## src/rename_macros.svh

```systemverilog
// Sizing constants for the register-rename stage
// Register counts, physical tag count, checkpoint depth and the zero register

`ifndef RENAME_MACROS_SVH
`define RENAME_MACROS_SVH

////////////////////////////////////////////////////////////////////////////
// Register file sizes
////////////////////////////////////////////////////////////////////////////

`define RN_ARCH_REGS 32 // Architectural registers seen by the ISA
`define RN_PHYS_REGS 64 // Physical tags behind them

// Tags beyond the identity mapping start out on the free list
`define RN_FREE_DEPTH (`RN_PHYS_REGS - `RN_ARCH_REGS)

////////////////////////////////////////////////////////////////////////////
// Speculation depth
////////////////////////////////////////////////////////////////////////////

`define RN_SLOTS 8 // Reorder-buffer slots, one map checkpoint each

`define RN_ZERO_REG 31 // Hardwired zero, never renamed and always ready

`endif

```

## src/rename_pkg.sv

```systemverilog
// Shared types for the register-rename stage
// Index and tag types, map entries, request and response words, event word

`include "rename_macros.svh"

package rename_pkg;

  typedef logic [$clog2(`RN_ARCH_REGS)-1:0] arch_idx_t; // Architectural register index
  typedef logic [$clog2(`RN_PHYS_REGS)-1:0] phys_tag_t; // Physical register tag
  typedef logic [$clog2(`RN_SLOTS)-1:0]     slot_idx_t; // Reorder-buffer slot

  typedef struct packed {
    phys_tag_t tag;   // Physical register holding the value
    logic      ready; // Value has been produced
  } map_entry_t;

  typedef struct packed {
    arch_idx_t dest;  // Register being written
    arch_idx_t src_a; // First operand
    arch_idx_t src_b; // Second operand
  } rename_req_t;

  typedef struct packed {
    map_entry_t src_a;   // Mapping of the first operand
    map_entry_t src_b;   // Mapping of the second operand
    phys_tag_t  old_tag; // Previous mapping of the destination, freed at retire
    phys_tag_t  new_tag; // Fresh mapping of the destination
    slot_idx_t  slot;    // Reorder-buffer slot taken by this rename
  } rename_rsp_t;

  typedef enum logic [1:0] {
    EV_COMPLETE, // A producer wrote its physical register
    EV_RETIRE,   // Oldest slot leaves and its old tag is released
    EV_ROLLBACK  // Squash everything younger than a slot
  } event_kind_e;

  // Both views keep the tag in the low bits so it sits at one place
  typedef union packed {
    struct packed {
      arch_idx_t arch; // Register whose ready bit may be set
      phys_tag_t tag;  // Tag that was written
    } complete;
    struct packed {
      logic [1:0] spare; // Pads the view to the width of the complete view
      slot_idx_t  slot;  // Rollback target
      phys_tag_t  tag;   // Old tag to release on retire
    } recover;
  } event_body_u;

  typedef struct packed {
    event_kind_e kind;
    event_body_u body;
  } rename_event_t;

endpackage

```

## src/free_list.sv

```systemverilog
// Circular queue of free physical tags
// Pops on rename, pushes the old tag on retire
// Head checkpoint per slot so a rollback returns the tags taken after it

`timescale 1ns/1ps
`include "rename_macros.svh"

module free_list (
  input  logic                     clock,
  input  logic                     reset,
  input  logic                     rename_fire,
  input  logic                     dest_is_zero,
  input  logic                     event_valid,
  input  rename_pkg::rename_event_t evt,
  input  rename_pkg::slot_idx_t     tail_slot,
  output rename_pkg::phys_tag_t     free_tag,
  output logic                     free_empty
);
  import rename_pkg::*;

  // One wrap bit on top of the index tells full from empty
  localparam int PTR_W = $clog2(`RN_FREE_DEPTH) + 1;

  phys_tag_t        ring [`RN_FREE_DEPTH];
  logic [PTR_W-1:0] head_q;                  // Next tag to hand out
  logic [PTR_W-1:0] tail_q;                  // Next place for a released tag
  logic [PTR_W-1:0] head_ckpt [`RN_SLOTS];   // Head right after each rename
  logic [PTR_W-1:0] head_pop;
  logic [PTR_W-1:0] count;

  logic pop;
  logic push;
  logic rollback;

  assign pop      = rename_fire && !dest_is_zero; // Register 31 takes no tag
  assign push     = event_valid && (evt.kind == EV_RETIRE);
  assign rollback = event_valid && (evt.kind == EV_ROLLBACK);
  assign head_pop = head_q + PTR_W'(pop);

  // Count follows from the pointers, so a restored head brings the right count along
  assign count      = tail_q - head_q;
  assign free_empty = count == '0;
  assign free_tag   = ring[head_q[PTR_W-2:0]];

  ////////////////////////////////////////////////////////////////////////////
  // Pointers and storage
  ////////////////////////////////////////////////////////////////////////////

  always_ff @(posedge clock) begin
    if (reset) begin
      head_q <= '0;
      tail_q <= PTR_W'(`RN_FREE_DEPTH); // Starts full
    end else begin
      if (rollback) head_q <= head_ckpt[evt.body.recover.slot];
      else          head_q <= head_pop;
      if (push)     tail_q <= tail_q + 1'b1;
    end
  end

  always_ff @(posedge clock) begin
    if (reset) begin
      for (int i = 0; i < `RN_FREE_DEPTH; i++) begin
        ring[i] <= phys_tag_t'(`RN_ARCH_REGS + i); // Tags 32 to 63 in order
      end
    end else if (push) begin
      ring[tail_q[PTR_W-2:0]] <= evt.body.recover.tag;
    end
  end

  // Saved on every rename, also for register 31, so each slot has a valid head
  always_ff @(posedge clock) begin
    if (rename_fire) head_ckpt[tail_slot] <= head_pop;
  end

endmodule

```

## src/map_table.sv

```systemverilog
// Architectural to physical map table with ready bits
// Combinational source and old-destination lookups with completion bypass
// One checkpoint of the map per reorder-buffer slot for rollback

`timescale 1ns/1ps
`include "rename_macros.svh"

module map_table (
  input  logic                     clock,
  input  logic                     reset,
  input  rename_pkg::rename_req_t   request,
  input  logic                     rename_fire,
  input  rename_pkg::phys_tag_t     free_tag,
  input  rename_pkg::slot_idx_t     tail_slot,
  input  logic                     event_valid,
  input  rename_pkg::rename_event_t evt,
  output rename_pkg::map_entry_t    lookup_a,
  output rename_pkg::map_entry_t    lookup_b,
  output rename_pkg::phys_tag_t     old_tag
);
  import rename_pkg::*;

  map_entry_t map_q    [`RN_ARCH_REGS]; // Live speculative map
  map_entry_t map_next [`RN_ARCH_REGS];
  phys_tag_t  ckpt     [`RN_SLOTS][`RN_ARCH_REGS]; // Tags only, ready is implied on restore
  phys_tag_t  ckpt_row [`RN_ARCH_REGS];

  logic      cmp_hit;      // Completion matches the current mapping
  arch_idx_t cmp_arch;
  logic      rollback;
  logic      dest_is_zero;

  assign cmp_arch     = evt.body.complete.arch;
  assign cmp_hit      = event_valid && (evt.kind == EV_COMPLETE) &&
                        (map_q[cmp_arch].tag == evt.body.complete.tag); // Stale tags drop out
  assign rollback     = event_valid && (evt.kind == EV_ROLLBACK);
  assign dest_is_zero = request.dest == arch_idx_t'(`RN_ZERO_REG);

  ////////////////////////////////////////////////////////////////////////////
  // Lookups
  ////////////////////////////////////////////////////////////////////////////

  always_comb begin
    lookup_a = map_q[request.src_a];
    lookup_b = map_q[request.src_b];
    if (cmp_hit && (cmp_arch == request.src_a)) lookup_a.ready = 1'b1; // Same-cycle completion
    if (cmp_hit && (cmp_arch == request.src_b)) lookup_b.ready = 1'b1;
    old_tag = map_q[request.dest].tag; // Released when this rename retires
  end

  ////////////////////////////////////////////////////////////////////////////
  // Next map
  ////////////////////////////////////////////////////////////////////////////

  always_comb begin
    map_next = map_q;
    if (rollback) begin
      for (int i = 0; i < `RN_ARCH_REGS; i++) begin
        map_next[i] = '{tag: ckpt[evt.body.recover.slot][i], ready: 1'b1};
      end
    end else begin
      if (cmp_hit) map_next[cmp_arch].ready = 1'b1;
      // The rename overrides a completion of the tag it replaces
      if (rename_fire && !dest_is_zero) begin
        map_next[request.dest] = '{tag: free_tag, ready: 1'b0};
      end
    end
  end

  always_comb begin
    for (int i = 0; i < `RN_ARCH_REGS; i++) begin
      ckpt_row[i] = map_next[i].tag; // Map as it stands right after this rename
    end
  end

  always_ff @(posedge clock) begin
    if (reset) begin
      for (int i = 0; i < `RN_ARCH_REGS; i++) begin
        map_q[i] <= '{tag: phys_tag_t'(i), ready: 1'b1}; // Identity map, all values present
      end
    end else begin
      map_q <= map_next;
    end
  end

  // A restored map counts everything as ready since older producers are done or in flight
  always_ff @(posedge clock) begin
    if (rename_fire) ckpt[tail_slot] <= ckpt_row;
  end

endmodule

```

## src/rename_ctrl.sv

```systemverilog
// Front-end handshake controller for the rename stage
// Four-phase req/ack FSM, stall decision and the registered response

`timescale 1ns/1ps
`include "rename_macros.svh"

module rename_ctrl (
  input  logic                     clock,
  input  logic                     reset,
  input  logic                     req,
  input  rename_pkg::rename_req_t   request,
  input  logic                     event_valid,
  input  rename_pkg::rename_event_t evt,
  input  logic                     free_empty,
  input  logic                     slots_full,
  input  rename_pkg::map_entry_t    lookup_a,
  input  rename_pkg::map_entry_t    lookup_b,
  input  rename_pkg::phys_tag_t     old_tag,
  input  rename_pkg::phys_tag_t     free_tag,
  input  rename_pkg::slot_idx_t     tail_slot,
  output logic                     rename_fire,
  output logic                     ack,
  output rename_pkg::rename_rsp_t   response
);
  import rename_pkg::*;

  typedef enum logic [1:0] {
    S_IDLE,     // Ack low, waiting for a request that can go
    S_ACK,      // First cycle of ack with a fresh response
    S_WAIT_LOW  // Ack held until the front end drops req
  } state_e;

  state_e state_q;
  state_e state_d;

  logic rollback_now;
  logic stall;
  logic dest_is_zero;

  assign rollback_now = event_valid && (evt.kind == EV_ROLLBACK); // Map is being replaced
  assign stall        = free_empty || slots_full || rollback_now;
  assign dest_is_zero = request.dest == arch_idx_t'(`RN_ZERO_REG);

  assign rename_fire = (state_q == S_IDLE) && req && !stall; // Single cycle by construction
  assign ack         = state_q != S_IDLE;

  ////////////////////////////////////////////////////////////////////////////
  // Handshake FSM
  ////////////////////////////////////////////////////////////////////////////

  always_comb begin
    state_d = state_q;
    case (state_q)
      S_IDLE:     if (rename_fire) state_d = S_ACK;
      S_ACK:      state_d = req ? S_WAIT_LOW : S_IDLE;
      S_WAIT_LOW: if (!req) state_d = S_IDLE;   // Ack falls on the edge that sees req low
      default:    state_d = S_IDLE;
    endcase
  end

  always_ff @(posedge clock) begin
    if (reset) state_q <= S_IDLE;
    else       state_q <= state_d;
  end

  // Captured on the fire edge and held while ack is high
  always_ff @(posedge clock) begin
    if (rename_fire) begin
      response.src_a   <= lookup_a;
      response.src_b   <= lookup_b;
      response.old_tag <= old_tag;
      response.new_tag <= dest_is_zero ? old_tag : free_tag; // Zero register keeps its tag
      response.slot    <= tail_slot;
    end
  end

endmodule

```

## src/rename_top.sv

```systemverilog
// Register-rename stage top level
// Controller, slot counter, map table and free list wired together

`timescale 1ns/1ps
`include "rename_macros.svh"

module rename_top (
  input  logic                     clock,
  input  logic                     reset,
  input  logic                     req,
  input  rename_pkg::rename_req_t   request,
  output logic                     ack,
  output rename_pkg::rename_rsp_t   response,
  input  logic                     event_valid,
  input  rename_pkg::rename_event_t evt
);
  import rename_pkg::*;

  logic       rename_fire;
  logic       free_empty;
  logic       slots_full;
  logic       dest_is_zero;
  phys_tag_t  free_tag;
  phys_tag_t  old_tag;
  slot_idx_t  tail_slot;
  map_entry_t lookup_a;
  map_entry_t lookup_b;

  assign dest_is_zero = request.dest == arch_idx_t'(`RN_ZERO_REG);

  rename_ctrl u_ctrl (
    .clock, .reset, .req, .request, .event_valid, .evt,
    .free_empty, .slots_full, .lookup_a, .lookup_b, .old_tag, .free_tag,
    .tail_slot, .rename_fire, .ack, .response
  );

  rob_slot_counter u_slots (
    .clock, .reset, .rename_fire, .event_valid, .evt,
    .tail_slot, .slots_full
  );

  free_list u_free (
    .clock, .reset, .rename_fire, .dest_is_zero, .event_valid, .evt,
    .tail_slot, .free_tag, .free_empty
  );

  map_table u_map (
    .clock, .reset, .request, .rename_fire, .free_tag, .tail_slot,
    .event_valid, .evt, .lookup_a, .lookup_b, .old_tag
  );

endmodule

```

## src/rob_slot_counter.sv

```systemverilog
// Reorder-buffer slot numbering with head, tail and occupancy
// Rename takes the tail slot, retire frees the head, rollback cuts the tail

`timescale 1ns/1ps
`include "rename_macros.svh"

module rob_slot_counter (
  input  logic                     clock,
  input  logic                     reset,
  input  logic                     rename_fire,
  input  logic                     event_valid,
  input  rename_pkg::rename_event_t evt,
  output rename_pkg::slot_idx_t     tail_slot,
  output logic                     slots_full
);
  import rename_pkg::*;

  localparam int CNT_W = $clog2(`RN_SLOTS) + 1;

  slot_idx_t        head_q;  // Oldest slot in flight
  slot_idx_t        tail_q;  // Slot the next rename takes
  logic [CNT_W-1:0] count_q; // Slots in flight
  slot_idx_t        keep_span;

  logic retire;
  logic rollback;

  assign retire   = event_valid && (evt.kind == EV_RETIRE);
  assign rollback = event_valid && (evt.kind == EV_ROLLBACK);

  // The rollback slot stays live, so it and everything older down to the head remain
  assign keep_span = evt.body.recover.slot - head_q;

  assign tail_slot  = tail_q;
  assign slots_full = count_q == CNT_W'(`RN_SLOTS);

  always_ff @(posedge clock) begin
    if (reset) begin
      head_q  <= '0;
      tail_q  <= '0;
      count_q <= '0;
    end else if (rollback) begin
      tail_q  <= evt.body.recover.slot + 1'b1;   // One past the surviving slot
      count_q <= CNT_W'(keep_span) + 1'b1;        // Range 1 to 8, never zero
    end else begin
      if (rename_fire) tail_q <= tail_q + 1'b1;
      if (retire)      head_q <= head_q + 1'b1;
      case ({rename_fire, retire})
        2'b10:   count_q <= count_q + 1'b1;
        2'b01:   count_q <= count_q - 1'b1;
        default: count_q <= count_q;             // Both or neither leave it as is
      endcase
    end
  end

endmodule

```

## config.mk

```make
export PLATFORM = sky130hd
export DESIGN_NAME = rename_top
export DESIGN_NICKNAME = d
export VERILOG_FILES = /design/src/rename_pkg.sv /design/src/free_list.sv /design/src/map_table.sv /design/src/rename_ctrl.sv /design/src/rename_top.sv /design/src/rob_slot_counter.sv
export VERILOG_INCLUDE_DIRS = /design/src
export SDC_FILE = /design/constraint.sdc
export NUM_CORES = 2
export LEC_CHECK = 0
export BUFFER_PORTS_ARGS = -buffer_cell sky130_fd_sc_hd__buf_2
export CORE_MARGIN = 3
export CORE_UTILIZATION = 40
export CTS_CLUSTER_DIAMETER = 80
export DETAILED_ROUTE_END_ITERATION = 10
export GPL_ROUTABILITY_DRIVEN = 0
export HOLD_SLACK_MARGIN = 0.06
export PLACE_DENSITY_LB_ADDON = 0.12
export SETUP_SLACK_MARGIN = 0.2
export SKIP_CTS_REPAIR_TIMING = 1
export SLEW_MARGIN = 20
export SYNTH_ARGS = -nofsm -noshare
export SYNTH_HDL_FRONTEND = slang
export SYNTH_SLANG_ARGS = --single-unit
```

## constraint.sdc

```tcl
create_clock -name clock -period 86.1 [get_ports clock]
set_input_delay 17.22 -clock clock [delete_from_list [all_inputs] [get_ports clock]]
set_output_delay 17.22 -clock clock [all_outputs]
set_load 0.01 [all_outputs]
```

; ---- Word level (Yosys, flattened, before mapping)
; Memory sizes are Yosys's and may differ from the RTL's. A register that Yosys moved wholly into a read port is not among the register bits.
; Index checks and enable logic that the tools add are counted.
[word_totals]
regBits = 277
latch_bits = 0
ramBits = 1776
romBits = 0
input_bits = 32
output_inout_bits = 30
wordCells = 182
memories = 3
[memory_table]
columns = name, words, width, read_ports, rd_clocked_by_memory_dff, wr, line
row1 = u_map.ckpt, 8, 192, 1, 0, 1, map_table.sv:25  ; phys_tag_t ckpt [`RN_SLOTS][`RN_ARCH_REGS];
row2 = u_free.ring, 32, 6, 1, 1, 32, free_list.sv:24  ; phys_tag_t ring [`RN_FREE_DEPTH];
row3 = u_free.head_ckpt, 8, 6, 1, 0, 1, free_list.sv:27  ; logic [PTR_W-1:0] head_ckpt [`RN_SLOTS];
[op_classes]
addsub = 10
mul = 0
div_mod_pow = 0
order_cmp = 6
n_eq_ne = 13
shift = 0
muxes = 43
bitwise_logic = 5
n_reduce_logical = 25
[op_table]
columns = op, count
row1 = $mux W224, 4
row2 = $bwmux W224, 2
row3 = $bmux W7 S5, 4
row4 = $demux W7 S5, 2
row5 = $mux W7, 9
row6 = $ge A6 B6 Y1 const B, 4
row7 = $not A5 Y6, 4
row8 = $mux W6, 3
row9 = $lt A6 B1 Y1 const B, 2
row10 = $logic_and A1 B1 Y1, 11
row11 = $eq A5 B5 Y1, 2
row12 = $mux W5, 2
row13 = $add A3 B1 Y3 const B, 3
row14 = $mux W1, 9
row15 = $pmux W4 S2, 1
row16 = $add A6 B1 Y6, 1
row17 = $add A6 B1 Y6 const B, 1
row18 = $eq A2 B1 Y1 const B, 3
row19 = $eq A2 B2 Y1 const B, 3
row20 = $eq A6 B6 Y1, 1
row21 = $logic_not A6 Y1, 1
row22 = $mux W2, 3
row23 = $mux W3, 2
row24 = $pmux W2 S3, 1
row25 = other kinds (19), 24

; ---- Depth between registers and ports, before layout
[logic_depth]
depth_word = 11
ltp_mapped = 21
mapped_depth_nobuf = 16

; ---- Hierarchy
; Synthesis repeated with hierarchy kept, for this count alone.
[hier_totals]
hier_cells = 4843
hier_area_um2 = 87893.0
[modules_own_cells]
columns = module, n_inst, cells_per_inst, area_each_um2, seq_area_each_um2
row1 = map_table, 1, 3886, 74635.3, 50608.5
row2 = free_list, 1, 821, 11466.0, 7447.1
row3 = rename_ctrl, 1, 47, 1064.8, 910.9
row4 = rob_slot_counter, 1, 86, 714.4, 200.2
row5 = rename_top, 1, 3, 12.5, 0.0

; ---- Worst setup path after synthesis
; No wires, ideal clock.
[synth_path]
path_kind = input port to flip-flop
startpoint = input port event_valid
endpoint = memory u_free.head_ckpt[4][0] (netlist bit) (enable)
setup_time_ps = 1309
t_arrival_ps = 38606
required_ps = 84791
setup_slack_ps = 46185
path_stages = 8
path_buffers = 3
path_cell_list = nand2_1 > nor2_1 > nor2_1 > clkbuf_1 > clkbuf_1 > nand2_1 > clkbuf_1 > nor4b_1
[synth_between]
elab_chain_len = 6
[synth_rtl]
columns = item, line
row1 = from (decl), rename_top.sv:14  ; input logic event_valid,
row2 = $logic_and A1 B1 Y1, rename_ctrl.sv:40  ; assign rollback_now = event_valid && (evt.kind == EV_ROLLBACK);
row3 = $logic_or A1 B1 Y1, rename_ctrl.sv:41  ; assign stall = free_empty || slots_full || rollback_now;
row4 = $logic_not A1 Y1, rename_ctrl.sv:44  ; assign rename_fire = (state_q == S_IDLE) && req && !stall;
row5 = $logic_and A1 B1 Y1, rename_ctrl.sv:44
row6 = $mux W1, free_list.sv:72  ; if (rename_fire) head_ckpt[tail_slot] <= head_pop;
row7 = $mux W1 (not written as such), free_list.sv:72
row8 = to (decl), free_list.sv:27
; No other way between the ends.

; ---- Worst setup path after layout
[layout_path]
startpoint = input port evt[12] (netlist bit)
endpoint = memory u_map.ckpt[7][142] (netlist bit) (enable)
[layout_between]
elab_chain_len = 7
[layout_rtl]
columns = item, line
row1 = from (decl), rename_top.sv:15  ; input rename_pkg::rename_event_t evt
row2 = $eq A2 B2 Y1, rename_ctrl.sv:40
row3 = $logic_and A1 B1 Y1, rename_ctrl.sv:40
row4 = $logic_or A1 B1 Y1, rename_ctrl.sv:41
row5 = $logic_not A1 Y1, rename_ctrl.sv:44
row6 = $logic_and A1 B1 Y1, rename_ctrl.sv:44
row7 = via rename_fire, rename_top.sv:19  ; logic rename_fire;
row8 = $mux W1, map_table.sv:88  ; if (rename_fire) ckpt[tail_slot] <= ckpt_row;
row9 = $mux W1 (not written as such), map_table.sv:88
row10 = to (decl), map_table.sv:25
; The timed path passes the listed nets, and every way through them passes these cells.

==> flow_summary_export.csv <==
group,metric,value,unit
outcome,outcome,"completed",
logic_synthesis,seq_area_frac_synth,66.6,%
global_routing,antenna_found_initial,18,
final_layout,fill_cells,18997,
setup_path,critPathArrivalTime,22.41,ns
logic_synthesis,yosys_register_bits,2053,
logic_synthesis,synth-simple-area-share,7.45,%
timing,setup_violations,0,
logic_synthesis,synth_edf_count,1805,
timing,fin_crit_sh,25.5,%
global_routing,grt_pass1_wl,385,mm
logic_synthesis,synth_cell_type_count,73,
clock_tree,cts_root_buffer,"clkbuf_16",
setup_path,worstSetupPathType,"input pin to register",
die,coreArea,220000,µm²
timing,worst_pin_slew,1.24,ns
logic_synthesis,synth_top_area_share,61.0,%
detailed_routing,first_pass_iters,5,
pwr,power_density,23.0,nW/µm²
detailed_routing,wirelength,267,mm
logic_synthesis,synthAdderAreaFrac,0.285,%
detailed_routing,vias,51304,
setup_path,worst_ep_required_time,86.58,ns
timing,hold_viol_final,0,
detailed_routing,first_iter_violations,5225,
run,drv_cap,0,
die,boundaryPins,62,
placement,dpl_cell_area,92400,µm²
placement,dp_hpwl,158,mm
clock_tree,clk_path_buf_depth,3,
clock_tree,cts-htree-levels,4,
pwr,totalPowerFinal,2290,µW
detailed_routing,viasPerCell,6.05,
setup_path,crit_fanout,48,
final_layout,multi_input_area,27800,µm²
logic_synthesis,syn_inst,5307,
detailed_routing,postRouteAntennaNets,0,
logic_synthesis,synth_common_cells,"1805 x edfxtp_1, 607 x mux4_2, 263 x mux2i_1, 263 x nand3_1, 248 x dfxtp_1",
setup_path,end_kind,"register",
timing,fin_skew,0.0490,ns
timing,fmax,45.6,MHz
pwr,peakVddDrop,18.2,µV
timing,maxSlewHeadroom,17.6,%
timing,period_needed,21.92,ns
final_layout,fin_util,45.2,%
logic_synthesis,syn_area,88800,µm²
logic_synthesis,synth_fp_nets,5358,
logic_synthesis,synth_mux_area_share,19.2,%
die,die_y,477,µm
clock_tree,cts.sinks,2053,
logic_synthesis,synth-async-reset-ratio,0,%
logic_synthesis,synth_largest_area_cell,"edfxtp_1",
die,rows,172,
pwr,leakage,0.0320,µW
global_routing,first_global_vias,51392,
global_routing,overflow,0,
placement,portBuffers,61,
logic_synthesis,ys_warn_count,0,
final_layout,fin_area,99600,µm²
detailed_routing,drc,0,
final_layout,area_growth,12.1,%
clock_tree,tritoncts,"yes",
logic_synthesis,yosysMostFrequentCell,"edfxtp_1",
die,dieArea,228000,µm²
setup_path,r2r_slack,78.63,ns
setup_path,critPathLaunchType,"input pin",
final_layout,seq_area,59200,µm²
timing,drv_slew,0,
die,start_util,40.3,%
final_layout,nets,5363,
detailed_routing,routedWlPerCell,31.5,µm
logic_synthesis,synth-xor-area-share,0.296,%
clock_tree,clkTransAtPathRegs,0.06,ns
timing,rsz0062_at_grt,"no",
global_routing,grt_usage,23.3,%
logic_synthesis,synth_area_leaders,"edfxtp_1 61%, mux4_2 15%, dfxtp_1 5.6%",
timing,tns,0,ns
logic_synthesis,synth_compound_area_share,3.83,%
die,chipWidth,477,µm
logic_synthesis,avgSynthCellArea,16.7,µm²
logic_synthesis,ys.flop_type,"edfxtp_1",
hold_path,hold_class,"register to register",
global_routing,grt_max_degree,130,
clock_tree,insertion_delay,0.88,ns
clock_tree,cts_inserted_buffers,221,
final_layout,drive_above_1_share,23.2,%
logic_synthesis,synth_top_family_by_area,"multiplexers",
timing,fin_hold_ws,0.490,ns
## cells in the final DEF (no fill, tap or decap), types with 116 or more instances in the layout
cell,instances
nor2_1,212
buf_4,123
mux4_2,607
nand3_1,263
nand2_1,246
clkbuf_16,222
mux2i_1,263
dfxtp_1,246
edfxtp_1,1805
a31oi_1,116
## report_power, final
group          total, µW  internal, µW  switching (µW)
Sequential          1150          1130            23.3
Combinational        207          72.8             134
Clock                934           534             399
Total               2290          1740             557
## cell families after synthesis
| kind of cell | count (synthesis) |
|---|---|
| DFF | 2053 |
| AOI/OAI and AO/OA | 515 |
| buffers and inverters | 465 |
| and+or+nand+nor | 1286 |
| xor gates and xnor gates | 30 |
| muxes | 939 |
| adders and majority gates | 19 |
## final timing paths
kind	startpoint	to	depth (start not counted)
setup / recovery	evt[12]	u_map.ckpt[7][142]	11
hold / removal	u_slots.head_q[1]	u_slots.head_q[1]	2
setup reg to reg	u_free.head_q[1]	u_map.ckpt[7][142]	13
hold reg to reg	u_slots.head_q[1]	u_slots.head_q[1]	2
## cell type report
cell class,count,area share (%)
Inverter,52,0.197
Tap cell,2958,3.72
Sequential cell,2053,59.4
Multi-Input combinational cell,2789,27.9
Clock inverter,111,0.996
Clock buffer,311,6.24
Timing Repair Buffer,195,1.53
Antenna cell,12,0.0302
## sequential cells by signal, summed over array words and instances, names as in the netlist
signal	count
u_ctrl.state_q	2
u_free.head_ckpt	48
u_free.tail_q	6
u_free.head_q	6
u_slots.head_q	3
u_ctrl.response	29
u_free.ring	192
u_map.ckpt	1536
u_slots.count_q	4
u_map.map_q	224
u_slots.tail_slot	3
## metal layers
layer | global-route usage, % | share of wire [%] | vias to the layer above
met3 | 3.91 | 6.3 | 449
met5 | 0 | 0.0037 | -
met2 | 36.7 | 47 | 1761
met4 | 8.01 | 3.3 | 2
met1 | 32.9 | 43 | 27482
li1 | - | - | 21610
## critical path, stage by stage
cell and delay (ns):
buf_2 0.12, nand2_1 0.11, nor2_4 0.08, nor2_4 0.10, buf_4 0.44, nand2_1 0.51, inv_2 0.88, nand2_1 0.37
nor2_4 0.91, buf_4 0.79, buf_4 0.77
## through the flow
stage	worst slack, ns	std cells
after floorplan	46.19	5307
after global placement	63.34	8046
after detailed placement	63.34	8047
after CTS	64.23	8469
after global routing	63.96	8474
final	64.18	8481
Power figures use the tool's default switching activity.
